## config.mk

```make
export PLATFORM = sky130hd
export DESIGN_NAME = decode_stage
export DESIGN_NICKNAME = d
export VERILOG_FILES = /design/src/source/mips_pkg.sv /design/src/source/regfile_if.sv /design/src/source/control_unit.sv /design/src/source/register_bank.sv /design/src/source/imm_jump_gen.sv /design/src/source/decode_stage.sv
export VERILOG_INCLUDE_DIRS = /design/src /design/src/source
export SDC_FILE = /design/constraint.sdc
export NUM_CORES = 2
export LEC_CHECK = 0
export ABC_CLOCK_PERIOD_IN_PS = 4700
export BUFFER_PORTS_ARGS = -buffer_cell sky130_fd_sc_hd__buf_4
export CAP_MARGIN = 10
export CORE_UTILIZATION = 59
export DETAILED_ROUTE_END_ITERATION = 8
export PLACE_DENSITY_LB_ADDON = 0.08
export SYNTH_ARGS = -nofsm -noshare
export SYNTH_HDL_FRONTEND = slang
export SYNTH_SLANG_ARGS = --single-unit
```

## constraint.sdc

```tcl
create_clock -name i_clock -period 4.7 [get_ports i_clock]
set_input_delay 0.47 -clock i_clock [delete_from_list [all_inputs] [get_ports i_clock]]
set_output_delay 0.47 -clock i_clock [all_outputs]
set_load 0.005 [all_outputs]
```

## src/source/mips_params.svh

```systemverilog
`ifndef MIPS_PARAMS_SVH
`define MIPS_PARAMS_SVH

// Datapath widths
`define NB_INST     32
`define NB_DATA     32
`define NB_PC       32
`define NB_REG      5

// Instruction field widths
`define NB_OPCODE   6
`define NB_FUNCT    6

`define HLT_OPCODE  6'b111111  // Stops the pipeline

`endif

```

## src/source/mips_pkg.sv

```systemverilog
`default_nettype none

`include "mips_params.svh"

package mips_pkg;

    typedef enum logic [`NB_OPCODE-1:0] {
        OP_RTYPE = 6'b000000,
        OP_J     = 6'b000010,
        OP_JAL   = 6'b000011,
        OP_BEQ   = 6'b000100,
        OP_BNE   = 6'b000101,
        OP_ADDI  = 6'b001000,
        OP_ANDI  = 6'b001100,
        OP_ORI   = 6'b001101,
        OP_LUI   = 6'b001111,
        OP_LB    = 6'b100000,
        OP_LH    = 6'b100001,
        OP_LW    = 6'b100011,
        OP_SB    = 6'b101000,
        OP_SH    = 6'b101001,
        OP_SW    = 6'b101011,
        OP_HLT   = `HLT_OPCODE
    } opcode_e;

    typedef enum logic [`NB_FUNCT-1:0] {
        FN_SLL   = 6'b000000,
        FN_SRL   = 6'b000010,
        FN_JR    = 6'b001000,
        FN_JALR  = 6'b001001,
        FN_ADDU  = 6'b100001,
        FN_SUBU  = 6'b100011,
        FN_AND   = 6'b100100,
        FN_OR    = 6'b100101,
        FN_XOR   = 6'b100110
    } funct_e;

    // Same width as the opcode, as the EX stage expects
    typedef enum logic [`NB_OPCODE-1:0] {
        ALU_NOP  = 6'd0,    // Inactive value after reset and flush
        ALU_ADD  = 6'd1,
        ALU_SUB  = 6'd2,
        ALU_AND  = 6'd3,
        ALU_OR   = 6'd4,
        ALU_XOR  = 6'd5,
        ALU_SLL  = 6'd6,
        ALU_SRL  = 6'd7,
        ALU_LUI  = 6'd8
    } alu_op_e;

endpackage

`default_nettype wire

```

## src/source/regfile_if.sv

```systemverilog
`timescale 1ns/1ns
`default_nettype none

`include "mips_params.svh"

interface regfile_if;

    logic                   reg_write;      // From WB
    logic [`NB_REG-1:0]     write_reg;
    logic [`NB_DATA-1:0]    write_data;
    logic [`NB_REG-1:0]     read_reg_a;     // rs field
    logic [`NB_REG-1:0]     read_reg_b;     // rt field
    logic [`NB_DATA-1:0]    data_a;
    logic [`NB_DATA-1:0]    data_b;

    modport bank (
        input  reg_write, write_reg, write_data, read_reg_a, read_reg_b,
        output data_a, data_b
    );

    modport stage (
        output reg_write, write_reg, write_data, read_reg_a, read_reg_b,
        input  data_a, data_b
    );

endinterface

`default_nettype wire

```

## src/source/control_unit.sv

```systemverilog
`timescale 1ns/1ns
`default_nettype none

module control_unit (
    input  logic                i_clock,
    input  logic                i_rst_n,
    input  logic                i_enable,       // Debug unit hold
    input  logic                i_ctrl_sel,     // Flush from stall unit
    input  mips_pkg::opcode_e   i_opcode,
    input  mips_pkg::funct_e    i_funct,
    output logic                o_reg_dest,     // EX
    output logic                o_signed,
    output mips_pkg::alu_op_e   o_alu_op,       // EX
    output logic                o_alu_src,      // EX
    output logic                o_mem_read,     // MEM
    output logic                o_mem_write,    // MEM
    output logic                o_branch,       // MEM
    output logic                o_reg_write,    // WB
    output logic                o_mem_to_reg,   // WB
    output logic                o_jump,
    output logic                o_jr_jalr,      // IF takes target from rs
    output logic                o_hlt,
    output logic                o_byte_en,
    output logic                o_halfword_en,
    output logic                o_word_en
);

    logic               nxt_reg_dest, nxt_signed, nxt_alu_src;
    logic               nxt_mem_read, nxt_mem_write, nxt_branch;
    logic               nxt_reg_write, nxt_mem_to_reg, nxt_jump;
    logic               nxt_jr_jalr, nxt_hlt;
    logic               nxt_byte_en, nxt_halfword_en, nxt_word_en;
    mips_pkg::alu_op_e  nxt_alu_op;

    always_comb begin
        nxt_reg_dest    = 1'b0;
        nxt_signed      = 1'b0;
        nxt_alu_op      = mips_pkg::ALU_NOP;
        nxt_alu_src     = 1'b0;
        nxt_mem_read    = 1'b0;
        nxt_mem_write   = 1'b0;
        nxt_branch      = 1'b0;
        nxt_reg_write   = 1'b0;
        nxt_mem_to_reg  = 1'b0;
        nxt_jump        = 1'b0;
        nxt_jr_jalr     = 1'b0;
        nxt_hlt         = 1'b0;
        nxt_byte_en     = 1'b0;
        nxt_halfword_en = 1'b0;
        nxt_word_en     = 1'b0;

        case (i_opcode)
            mips_pkg::OP_RTYPE: begin
                case (i_funct)
                    mips_pkg::FN_ADDU: nxt_alu_op = mips_pkg::ALU_ADD;
                    mips_pkg::FN_SUBU: nxt_alu_op = mips_pkg::ALU_SUB;
                    mips_pkg::FN_AND:  nxt_alu_op = mips_pkg::ALU_AND;
                    mips_pkg::FN_OR:   nxt_alu_op = mips_pkg::ALU_OR;
                    mips_pkg::FN_XOR:  nxt_alu_op = mips_pkg::ALU_XOR;
                    mips_pkg::FN_SLL:  nxt_alu_op = mips_pkg::ALU_SLL;
                    mips_pkg::FN_SRL:  nxt_alu_op = mips_pkg::ALU_SRL;
                    default:           nxt_alu_op = mips_pkg::ALU_NOP;
                endcase
                // ALU functs write rd, jumps through rs handled apart
                nxt_reg_dest  = (nxt_alu_op != mips_pkg::ALU_NOP);
                nxt_reg_write = (nxt_alu_op != mips_pkg::ALU_NOP)
                                || (i_funct == mips_pkg::FN_JALR);
                nxt_jump      = (i_funct == mips_pkg::FN_JR) || (i_funct == mips_pkg::FN_JALR);
                nxt_jr_jalr   = nxt_jump;
            end
            mips_pkg::OP_ADDI: begin
                nxt_alu_src   = 1'b1;
                nxt_signed    = 1'b1;
                nxt_reg_write = 1'b1;
                nxt_alu_op    = mips_pkg::ALU_ADD;
            end
            mips_pkg::OP_ANDI, mips_pkg::OP_ORI: begin
                nxt_alu_src   = 1'b1;
                nxt_reg_write = 1'b1;
                nxt_alu_op    = (i_opcode == mips_pkg::OP_ANDI) ? mips_pkg::ALU_AND
                                                                 : mips_pkg::ALU_OR;
            end
            mips_pkg::OP_LUI: begin
                nxt_alu_src   = 1'b1;
                nxt_reg_write = 1'b1;
                nxt_alu_op    = mips_pkg::ALU_LUI;
            end
            mips_pkg::OP_LB, mips_pkg::OP_LH, mips_pkg::OP_LW: begin
                nxt_mem_read    = 1'b1;
                nxt_mem_to_reg  = 1'b1;
                nxt_alu_src     = 1'b1;
                nxt_reg_write   = 1'b1;
                nxt_signed      = 1'b1;
                nxt_alu_op      = mips_pkg::ALU_ADD;   // Base plus offset
                nxt_byte_en     = (i_opcode == mips_pkg::OP_LB);
                nxt_halfword_en = (i_opcode == mips_pkg::OP_LH);
                nxt_word_en     = (i_opcode == mips_pkg::OP_LW);
            end
            mips_pkg::OP_SB, mips_pkg::OP_SH, mips_pkg::OP_SW: begin
                nxt_mem_write   = 1'b1;
                nxt_alu_src     = 1'b1;
                nxt_signed      = 1'b1;
                nxt_alu_op      = mips_pkg::ALU_ADD;
                nxt_byte_en     = (i_opcode == mips_pkg::OP_SB);
                nxt_halfword_en = (i_opcode == mips_pkg::OP_SH);
                nxt_word_en     = (i_opcode == mips_pkg::OP_SW);
            end
            mips_pkg::OP_BEQ, mips_pkg::OP_BNE: begin
                nxt_branch = 1'b1;
                nxt_signed = 1'b1;
                nxt_alu_op = mips_pkg::ALU_SUB;         // Compare by subtraction
            end
            mips_pkg::OP_J:   nxt_jump = 1'b1;
            mips_pkg::OP_JAL: begin
                nxt_jump      = 1'b1;
                nxt_reg_write = 1'b1;                   // Link into r31
            end
            mips_pkg::OP_HLT: nxt_hlt = 1'b1;
            default: ;                                  // Illegal code stays inactive
        endcase
    end

    always_ff @(posedge i_clock) begin
        if (!i_rst_n || i_ctrl_sel) begin               // Reset or flush
            o_reg_dest    <= 1'b0;
            o_signed      <= 1'b0;
            o_alu_op      <= mips_pkg::ALU_NOP;
            o_alu_src     <= 1'b0;
            o_mem_read    <= 1'b0;
            o_mem_write   <= 1'b0;
            o_branch      <= 1'b0;
            o_reg_write   <= 1'b0;
            o_mem_to_reg  <= 1'b0;
            o_jump        <= 1'b0;
            o_jr_jalr     <= 1'b0;
            o_hlt         <= 1'b0;
            o_byte_en     <= 1'b0;
            o_halfword_en <= 1'b0;
            o_word_en     <= 1'b0;
        end else if (i_enable) begin
            o_reg_dest    <= nxt_reg_dest;
            o_signed      <= nxt_signed;
            o_alu_op      <= nxt_alu_op;
            o_alu_src     <= nxt_alu_src;
            o_mem_read    <= nxt_mem_read;
            o_mem_write   <= nxt_mem_write;
            o_branch      <= nxt_branch;
            o_reg_write   <= nxt_reg_write;
            o_mem_to_reg  <= nxt_mem_to_reg;
            o_jump        <= nxt_jump;
            o_jr_jalr     <= nxt_jr_jalr;
            o_hlt         <= nxt_hlt;
            o_byte_en     <= nxt_byte_en;
            o_halfword_en <= nxt_halfword_en;
            o_word_en     <= nxt_word_en;
        end
    end

    // MEM stage sees a single access width
    a_one_width: assert property (@(posedge i_clock) disable iff (!i_rst_n)
        $onehot0({o_byte_en, o_halfword_en, o_word_en}));

    a_rd_wr_excl: assert property (@(posedge i_clock) disable iff (!i_rst_n)
        !(o_mem_read && o_mem_write));

endmodule

`default_nettype wire

```

## src/source/register_bank.sv

```systemverilog
`timescale 1ns/1ns
`default_nettype none

`include "mips_params.svh"

module register_bank (
    input  logic                i_clock,
    input  logic                i_rst_n,
    input  logic                i_enable,           // Debug unit write gate
    input  logic                i_read_enable,      // Debug unit takes port A
    input  logic [`NB_REG-1:0]  i_read_address,     // Debug unit
    regfile_if.bank             rf
);

    localparam int N_REGS = 2 ** `NB_REG;

    logic [`NB_DATA-1:0] regs [N_REGS];
    logic [`NB_REG-1:0]  addr_a;

    always_ff @(posedge i_clock) begin
        if (!i_rst_n) begin
            for (int i = 0; i < N_REGS; i++) begin
                regs[i] <= '0;
            end
        end else if (i_enable && rf.reg_write && (rf.write_reg != '0)) begin
            regs[rf.write_reg] <= rf.write_data;
        end
    end

    // Port A is shared with the debug read
    assign addr_a = i_read_enable ? i_read_address : rf.read_reg_a;

    // Reads see the old value until the write edge
    always_comb begin
        if (addr_a == '0) begin
            rf.data_a = '0;
        end else begin
            rf.data_a = regs[addr_a];
        end

        if (rf.read_reg_b == '0) begin
            rf.data_b = '0;
        end else begin
            rf.data_b = regs[rf.read_reg_b];
        end
    end

    // r0 holds zero across every write from WB
    a_r0_zero: assert property (@(posedge i_clock) disable iff (!i_rst_n)
        regs[0] == '0);

endmodule

`default_nettype wire

```

## src/source/imm_jump_gen.sv

```systemverilog
`timescale 1ns/1ns
`default_nettype none

`include "mips_params.svh"

module imm_jump_gen (
    input  logic                i_clock,
    input  logic                i_rst_n,
    input  logic                i_enable,       // Pipeline advance
    input  logic [25:0]         i_inst,         // Jump index field
    input  logic [3:0]          i_pc_high,      // PC[31:28]
    output logic [`NB_DATA-1:0] o_immediate,
    output logic [`NB_DATA-1:0] o_shamt,
    output logic [`NB_PC-1:0]   o_jump_addr
);

    // Sign-extended 16-bit immediate
    assign o_immediate = {{(`NB_DATA-16){i_inst[15]}}, i_inst[15:0]};

    // Shift amount, unsigned
    assign o_shamt     = {{(`NB_DATA-5){1'b0}}, i_inst[10:6]};

    always_ff @(posedge i_clock) begin
        if (!i_rst_n) begin
            o_jump_addr <= '0;
        end else if (i_enable) begin
            o_jump_addr <= {i_pc_high, i_inst, 2'b00};  // Word aligned target
        end
    end

endmodule

`default_nettype wire

```

## src/source/decode_stage.sv

```systemverilog
`timescale 1ns/1ns
`default_nettype none

`include "mips_params.svh"

module decode_stage (
    input  logic                    i_clock,
    input  logic                    i_rst_n,
    input  logic                    i_pipeline_enable,
    input  logic                    i_cu_enable,        // Debug unit
    input  logic                    i_rb_enable,        // Debug unit
    input  logic                    i_rb_read_enable,   // Debug unit
    input  logic [`NB_REG-1:0]      i_rb_read_address,  // Debug unit
    input  logic [`NB_INST-1:0]     i_inst,
    input  logic [`NB_PC-1:0]       i_pc,
    input  logic [`NB_DATA-1:0]     i_write_data,       // From WB
    input  logic [`NB_REG-1:0]      i_write_reg,        // From WB
    input  logic                    i_reg_write,        // From WB
    input  logic                    i_ctrl_sel,         // 1 flushes the controls
    output logic                    o_reg_dest,
    output logic                    o_signed,
    output logic [`NB_OPCODE-1:0]   o_alu_op,
    output logic                    o_alu_src,
    output logic                    o_mem_read,
    output logic                    o_mem_write,
    output logic                    o_branch,
    output logic                    o_reg_write,
    output logic                    o_mem_to_reg,
    output logic                    o_jump,
    output logic                    o_jr_jalr,
    output logic                    o_hlt,
    output logic                    o_byte_en,
    output logic                    o_halfword_en,
    output logic                    o_word_en,
    output logic [`NB_PC-1:0]       o_jump_address,
    output logic [`NB_DATA-1:0]     o_data_a,
    output logic [`NB_DATA-1:0]     o_data_b,
    output logic [`NB_DATA-1:0]     o_immediate,
    output logic [`NB_DATA-1:0]     o_shamt,
    output logic [`NB_REG-1:0]      o_rs,
    output logic [`NB_REG-1:0]      o_rt,
    output logic [`NB_REG-1:0]      o_rd,
    output logic [`NB_PC-1:0]       o_pc
);

    regfile_if rf ();

    mips_pkg::opcode_e  opcode;
    mips_pkg::funct_e   funct;
    mips_pkg::alu_op_e  alu_op;

    assign opcode = mips_pkg::opcode_e'(i_inst[31:26]);  // Illegal codes pass through
    assign funct  = mips_pkg::funct_e'(i_inst[5:0]);

    // Stage side of the register bank
    assign rf.reg_write  = i_reg_write;
    assign rf.write_reg  = i_write_reg;
    assign rf.write_data = i_write_data;
    assign rf.read_reg_a = i_inst[25:21];
    assign rf.read_reg_b = i_inst[20:16];
    assign o_data_a      = rf.data_a;
    assign o_data_b      = rf.data_b;

    control_unit u_control_unit (
        .i_clock       (i_clock),
        .i_rst_n       (i_rst_n),
        .i_enable      (i_cu_enable),
        .i_ctrl_sel    (i_ctrl_sel),
        .i_opcode      (opcode),
        .i_funct       (funct),
        .o_reg_dest    (o_reg_dest),
        .o_signed      (o_signed),
        .o_alu_op      (alu_op),
        .o_alu_src     (o_alu_src),
        .o_mem_read    (o_mem_read),
        .o_mem_write   (o_mem_write),
        .o_branch      (o_branch),
        .o_reg_write   (o_reg_write),
        .o_mem_to_reg  (o_mem_to_reg),
        .o_jump        (o_jump),
        .o_jr_jalr     (o_jr_jalr),
        .o_hlt         (o_hlt),
        .o_byte_en     (o_byte_en),
        .o_halfword_en (o_halfword_en),
        .o_word_en     (o_word_en)
    );

    assign o_alu_op = alu_op;

    register_bank u_register_bank (
        .i_clock        (i_clock),
        .i_rst_n        (i_rst_n),
        .i_enable       (i_rb_enable),
        .i_read_enable  (i_rb_read_enable),
        .i_read_address (i_rb_read_address),
        .rf             (rf.bank)
    );

    imm_jump_gen u_imm_jump_gen (
        .i_clock     (i_clock),
        .i_rst_n     (i_rst_n),
        .i_enable    (i_pipeline_enable),
        .i_inst      (i_inst[25:0]),
        .i_pc_high   (i_pc[31:28]),     // Upper bits of PC+4
        .o_immediate (o_immediate),
        .o_shamt     (o_shamt),
        .o_jump_addr (o_jump_address)
    );

    // Register fields forwarded to EX
    assign o_rs = i_inst[25:21];
    assign o_rt = i_inst[20:16];
    assign o_rd = i_inst[15:11];
    assign o_pc = i_pc;

endmodule

`default_nettype wire

```

==> qor.yml <==
power_and_ir_drop:
  power_leakage_nw: 24.25
  power.density_nw_per_um2: 360.0
  clkPwrFrac: 0.378
  swShare: 0.2677
  p_sw_mw: 6.359
  sequentialPowerShare: 0.473
  p_comb_frac: 0.149
  finalPower_mw: 23.76
  peakVddDrop_uv: 291.9
  p_int_mw: 17.40
timing:
  max_slew_margin: 0.1644
  fin_hold_ws_ps: 15.23
  final.setup.tns_ps: 0
  fin_crit_sh: 0.9075
  fmax_mhz: 234.5
  drv_slew: 0
  hold_viol_final: 0
  fin_ws_ps: 434.9
  tightestPinTransition_ps: 1251
  rsz0062_at_grt: "false"
  finalCriticalPeriod_ps: 4265
  skew_ps: 0
  setup_viol_count_final: 0
synthesis:
  synthCells: 4993
  yosys.area.top_type: "edfxtp_1"
  synth_cell_types: 57
  yosys-top-cells-area: "edfxtp_1 53%, mux4_2 11%, and2_1 11%"
  ys_warn_count: 0
  netlist_area_um2: 58480
  yosysSeqAreaShare: 0.5419
  async_flop_share: 0
  ys.flop_type: "edfxtp_1"
  synth_top_area_share: 0.5258
  ys_ff_latch: 1071
  synth_edf_count: 1024
  syn-mean-instance-area_um2: 11.71
die:
  die_y_um: 316.8
  dieArea_um2: 100400
  initial_core_util: 0.5951
  io_pins: 341
  fp.coreArea_um2: 98280
  dieWidth_um: 316.8
  fp-row-count: 115
detailed_routing:
  drc: 0
  via_count: 45110
  wirelength_um: 217400
  wl_per_cell_um: 33.80
  antenna_left: 0
  avgViaCountPerCell: 7.013
  first_pass_iters: 6
  drtIter0Drc: 7827
status:
  status: "finished, final reports clean"
job:
  drv_cap: 0
placed_design:
  io_buffers: 253
  dp_hpwl_um: 131000
  placed_area_um2: 62190
  gp_congestion: 0.9236
  preCtsSetupSlack_ps: 691.1
cts:
  clock_path_buffers: 3
  cts_tree: "yes"
  cts_resized: 0
  cts.clk_slew.worst_paths_ps: 50
  htree_levels: 3
  root_buffer: "clkbuf_16"
  clock-sinks: 1071
  worst_skew_pair.late_latency_ps: 710
  numCtsBuffers: 114
global_route:
  antenna_found_initial: 17
  grt_max_degree: 97
  grt-ovfl-total: 0
  grtUsageTotal: 0.4316
  grt_pass1_vias: 41870
  grt_pass1_wl_um: 303200
worst_setup_path:
  crit_path_end_kind: "output pin"
  r2r_cells: 2
  cp_cell_sequence: "buf_4 -> or3b_2 -> and2_1 -> nor2_1 -> a2111oi_0 -> o21ai_0 -> nand3_1 -> buf_4"
  startpoint_type: "input pin"
  slowest_delay_ps: 980
  cp.required_ps: 4230
  worstPathArrival_ps: 3800
  cp_max_fo: 27
  path_class: "in -> out"
  cpMostUsedCell: "buf_4"
  cp_slowest_cell: "and2_1"
finish:
  multi_input_area_um2: 24810
  syn_to_final_growth_pct: 12.84
  fillCellCount: 7187
  final_cell_mix: "1024 x edfxtp_1, 997 x and2_1, 774 x nand2_1"
  nets: 5142
  drive_gt1_frac: 0.2050
  final_common_cell: "edfxtp_1"
  seqCellArea_um2: 31690
  fin_area_um2: 65990
worst_hold_path:
  hold_depth: 3
  hp-class: "in -> reg"
==> layout make-up <==
cell class / instances / share of cell area
Sequential cell: 1071 / 0.4802
Multi-Input combinational cell: 3368 / 0.3759
Timing Repair Buffer: 457 / 0.06196
Clock buffer: 157 / 0.04854
Tap cell: 1287 / 0.02440
Clock inverter: 52 / 0.007072
Inverter: 16 / 0.0009480
Antenna cell: 25 / 0.0009480
==> cells by family after synthesis <==
logic type	after synthesis	share of synthesized area
AND/OR/NAND/NOR	2416	0.2117
flip-flops	1071	0.5419
buffers and inverters	616	0.04987
multiplexers	492	0.1481
AO/OA/AOI/OAI	397	0.04841
other	1	0.00006412
==> synthesized netlist by cell type, types with 16 or more instances <==
library cell / instances
edfxtp_1: 1024
mux4_2: 294
mux2_2: 43
nand3_1: 417
o2111ai_1: 28
clkbuf_1: 355
and3_1: 21
a21oi_1: 121
a311oi_1: 21
nor2_1: 105
buf_4: 125
nor3_1: 26
nand4_1: 17
o2111ai_2: 18
o21ai_0: 56
and2_1: 996
inv_1: 16
o22ai_1: 23
buf_1: 42
or3_1: 29
a221oi_1: 27
buf_2: 72
o221ai_1: 19
mux2i_1: 154
nand2_1: 775
dfxtp_1: 47
==> worst paths after layout <==
check | slack (ps) | from | to
setup reg to reg | 3930 | u_control_unit.o_alu_op[1] | u_control_unit.o_alu_op[1]
hold / removal | 20 | i_inst[14] | u_imm_jump_gen.o_jump_addr[16]
setup / recovery | 430 | i_rb_read_enable | o_data_a[8]
hold reg to reg | 470 | u_control_unit.o_jr_jalr | u_control_unit.o_jr_jalr
==> power by group through the flow <==
| stage | Sequential (mW) | Clock (mW) | Combinational [mW] |
|---|---|---|---|
| floorplan | 11.3 | 0 | 2.00 |
| global placement | 11.4 | 0 | 3.37 |
| detailed placement | 11.4 | 0 | 3.40 |
| CTS | 11.2 | 8.98 | 3.42 |
| global route | 11.3 | 9.32 | 3.65 |
| finish | 11.2 | 8.99 | 3.54 |
==> metal layers <==
metal / vias to the layer above / wire, um / GRT usage
met5: - / 66 / 0.008523
met4: 10 / 13540 / 0.2256
met3: 924 / 34770 / 0.1580
met2: 4140 / 93350 / 0.6224
met1: 22000 / 75700 / 0.5722
li1: 18040 / - / -
==> per-stage QoR <==
step | util | std cells
2_1_floorplan | - | 5055
3_3_place_gp | 0.6328 | 6192
3_5_place_dp | 0.6328 | 6192
4_1_cts | 0.6709 | 6408
5_1_grt | 0.6709 | 6409
6_report | 0.6715 | 6433
==> what timing repair did <==
item | 4_1_cts | 5_1_grt
setup endpoints to repair | 0 | 0
hold buffers | 7 | 0
hold endpoints to repair | 7 | 0
setup buffers | 0 | 0
==> worst max-delay path, delay by kind of cell <==
family / cells / cell delay, ps
and+or+nand+nor: 4 / 1600
buffers and inverters: 2 / 480
AOI/OAI and AO/OA: 2 / 1230
==> state kept, by name, summed over array words and instances (netlist names) <==
register / count
u_control_unit.o_signed: 1
u_control_unit.o_alu_op: 4
u_control_unit.o_halfword_en: 1
u_control_unit.o_jump: 1
u_control_unit.o_jr_jalr: 1
u_control_unit.o_mem_write: 1
u_control_unit.o_mem_read: 1
u_control_unit.o_reg_write: 1
u_imm_jump_gen.o_jump_addr: 30
u_register_bank.regs: 1024
u_control_unit.o_reg_dest: 1
u_control_unit.o_hlt: 1
u_control_unit.o_word_en: 1
u_control_unit.o_branch: 1
u_control_unit.o_alu_src: 1
u_control_unit.o_byte_en: 1
No activity file was read; power rests on OpenSTA's default activity.
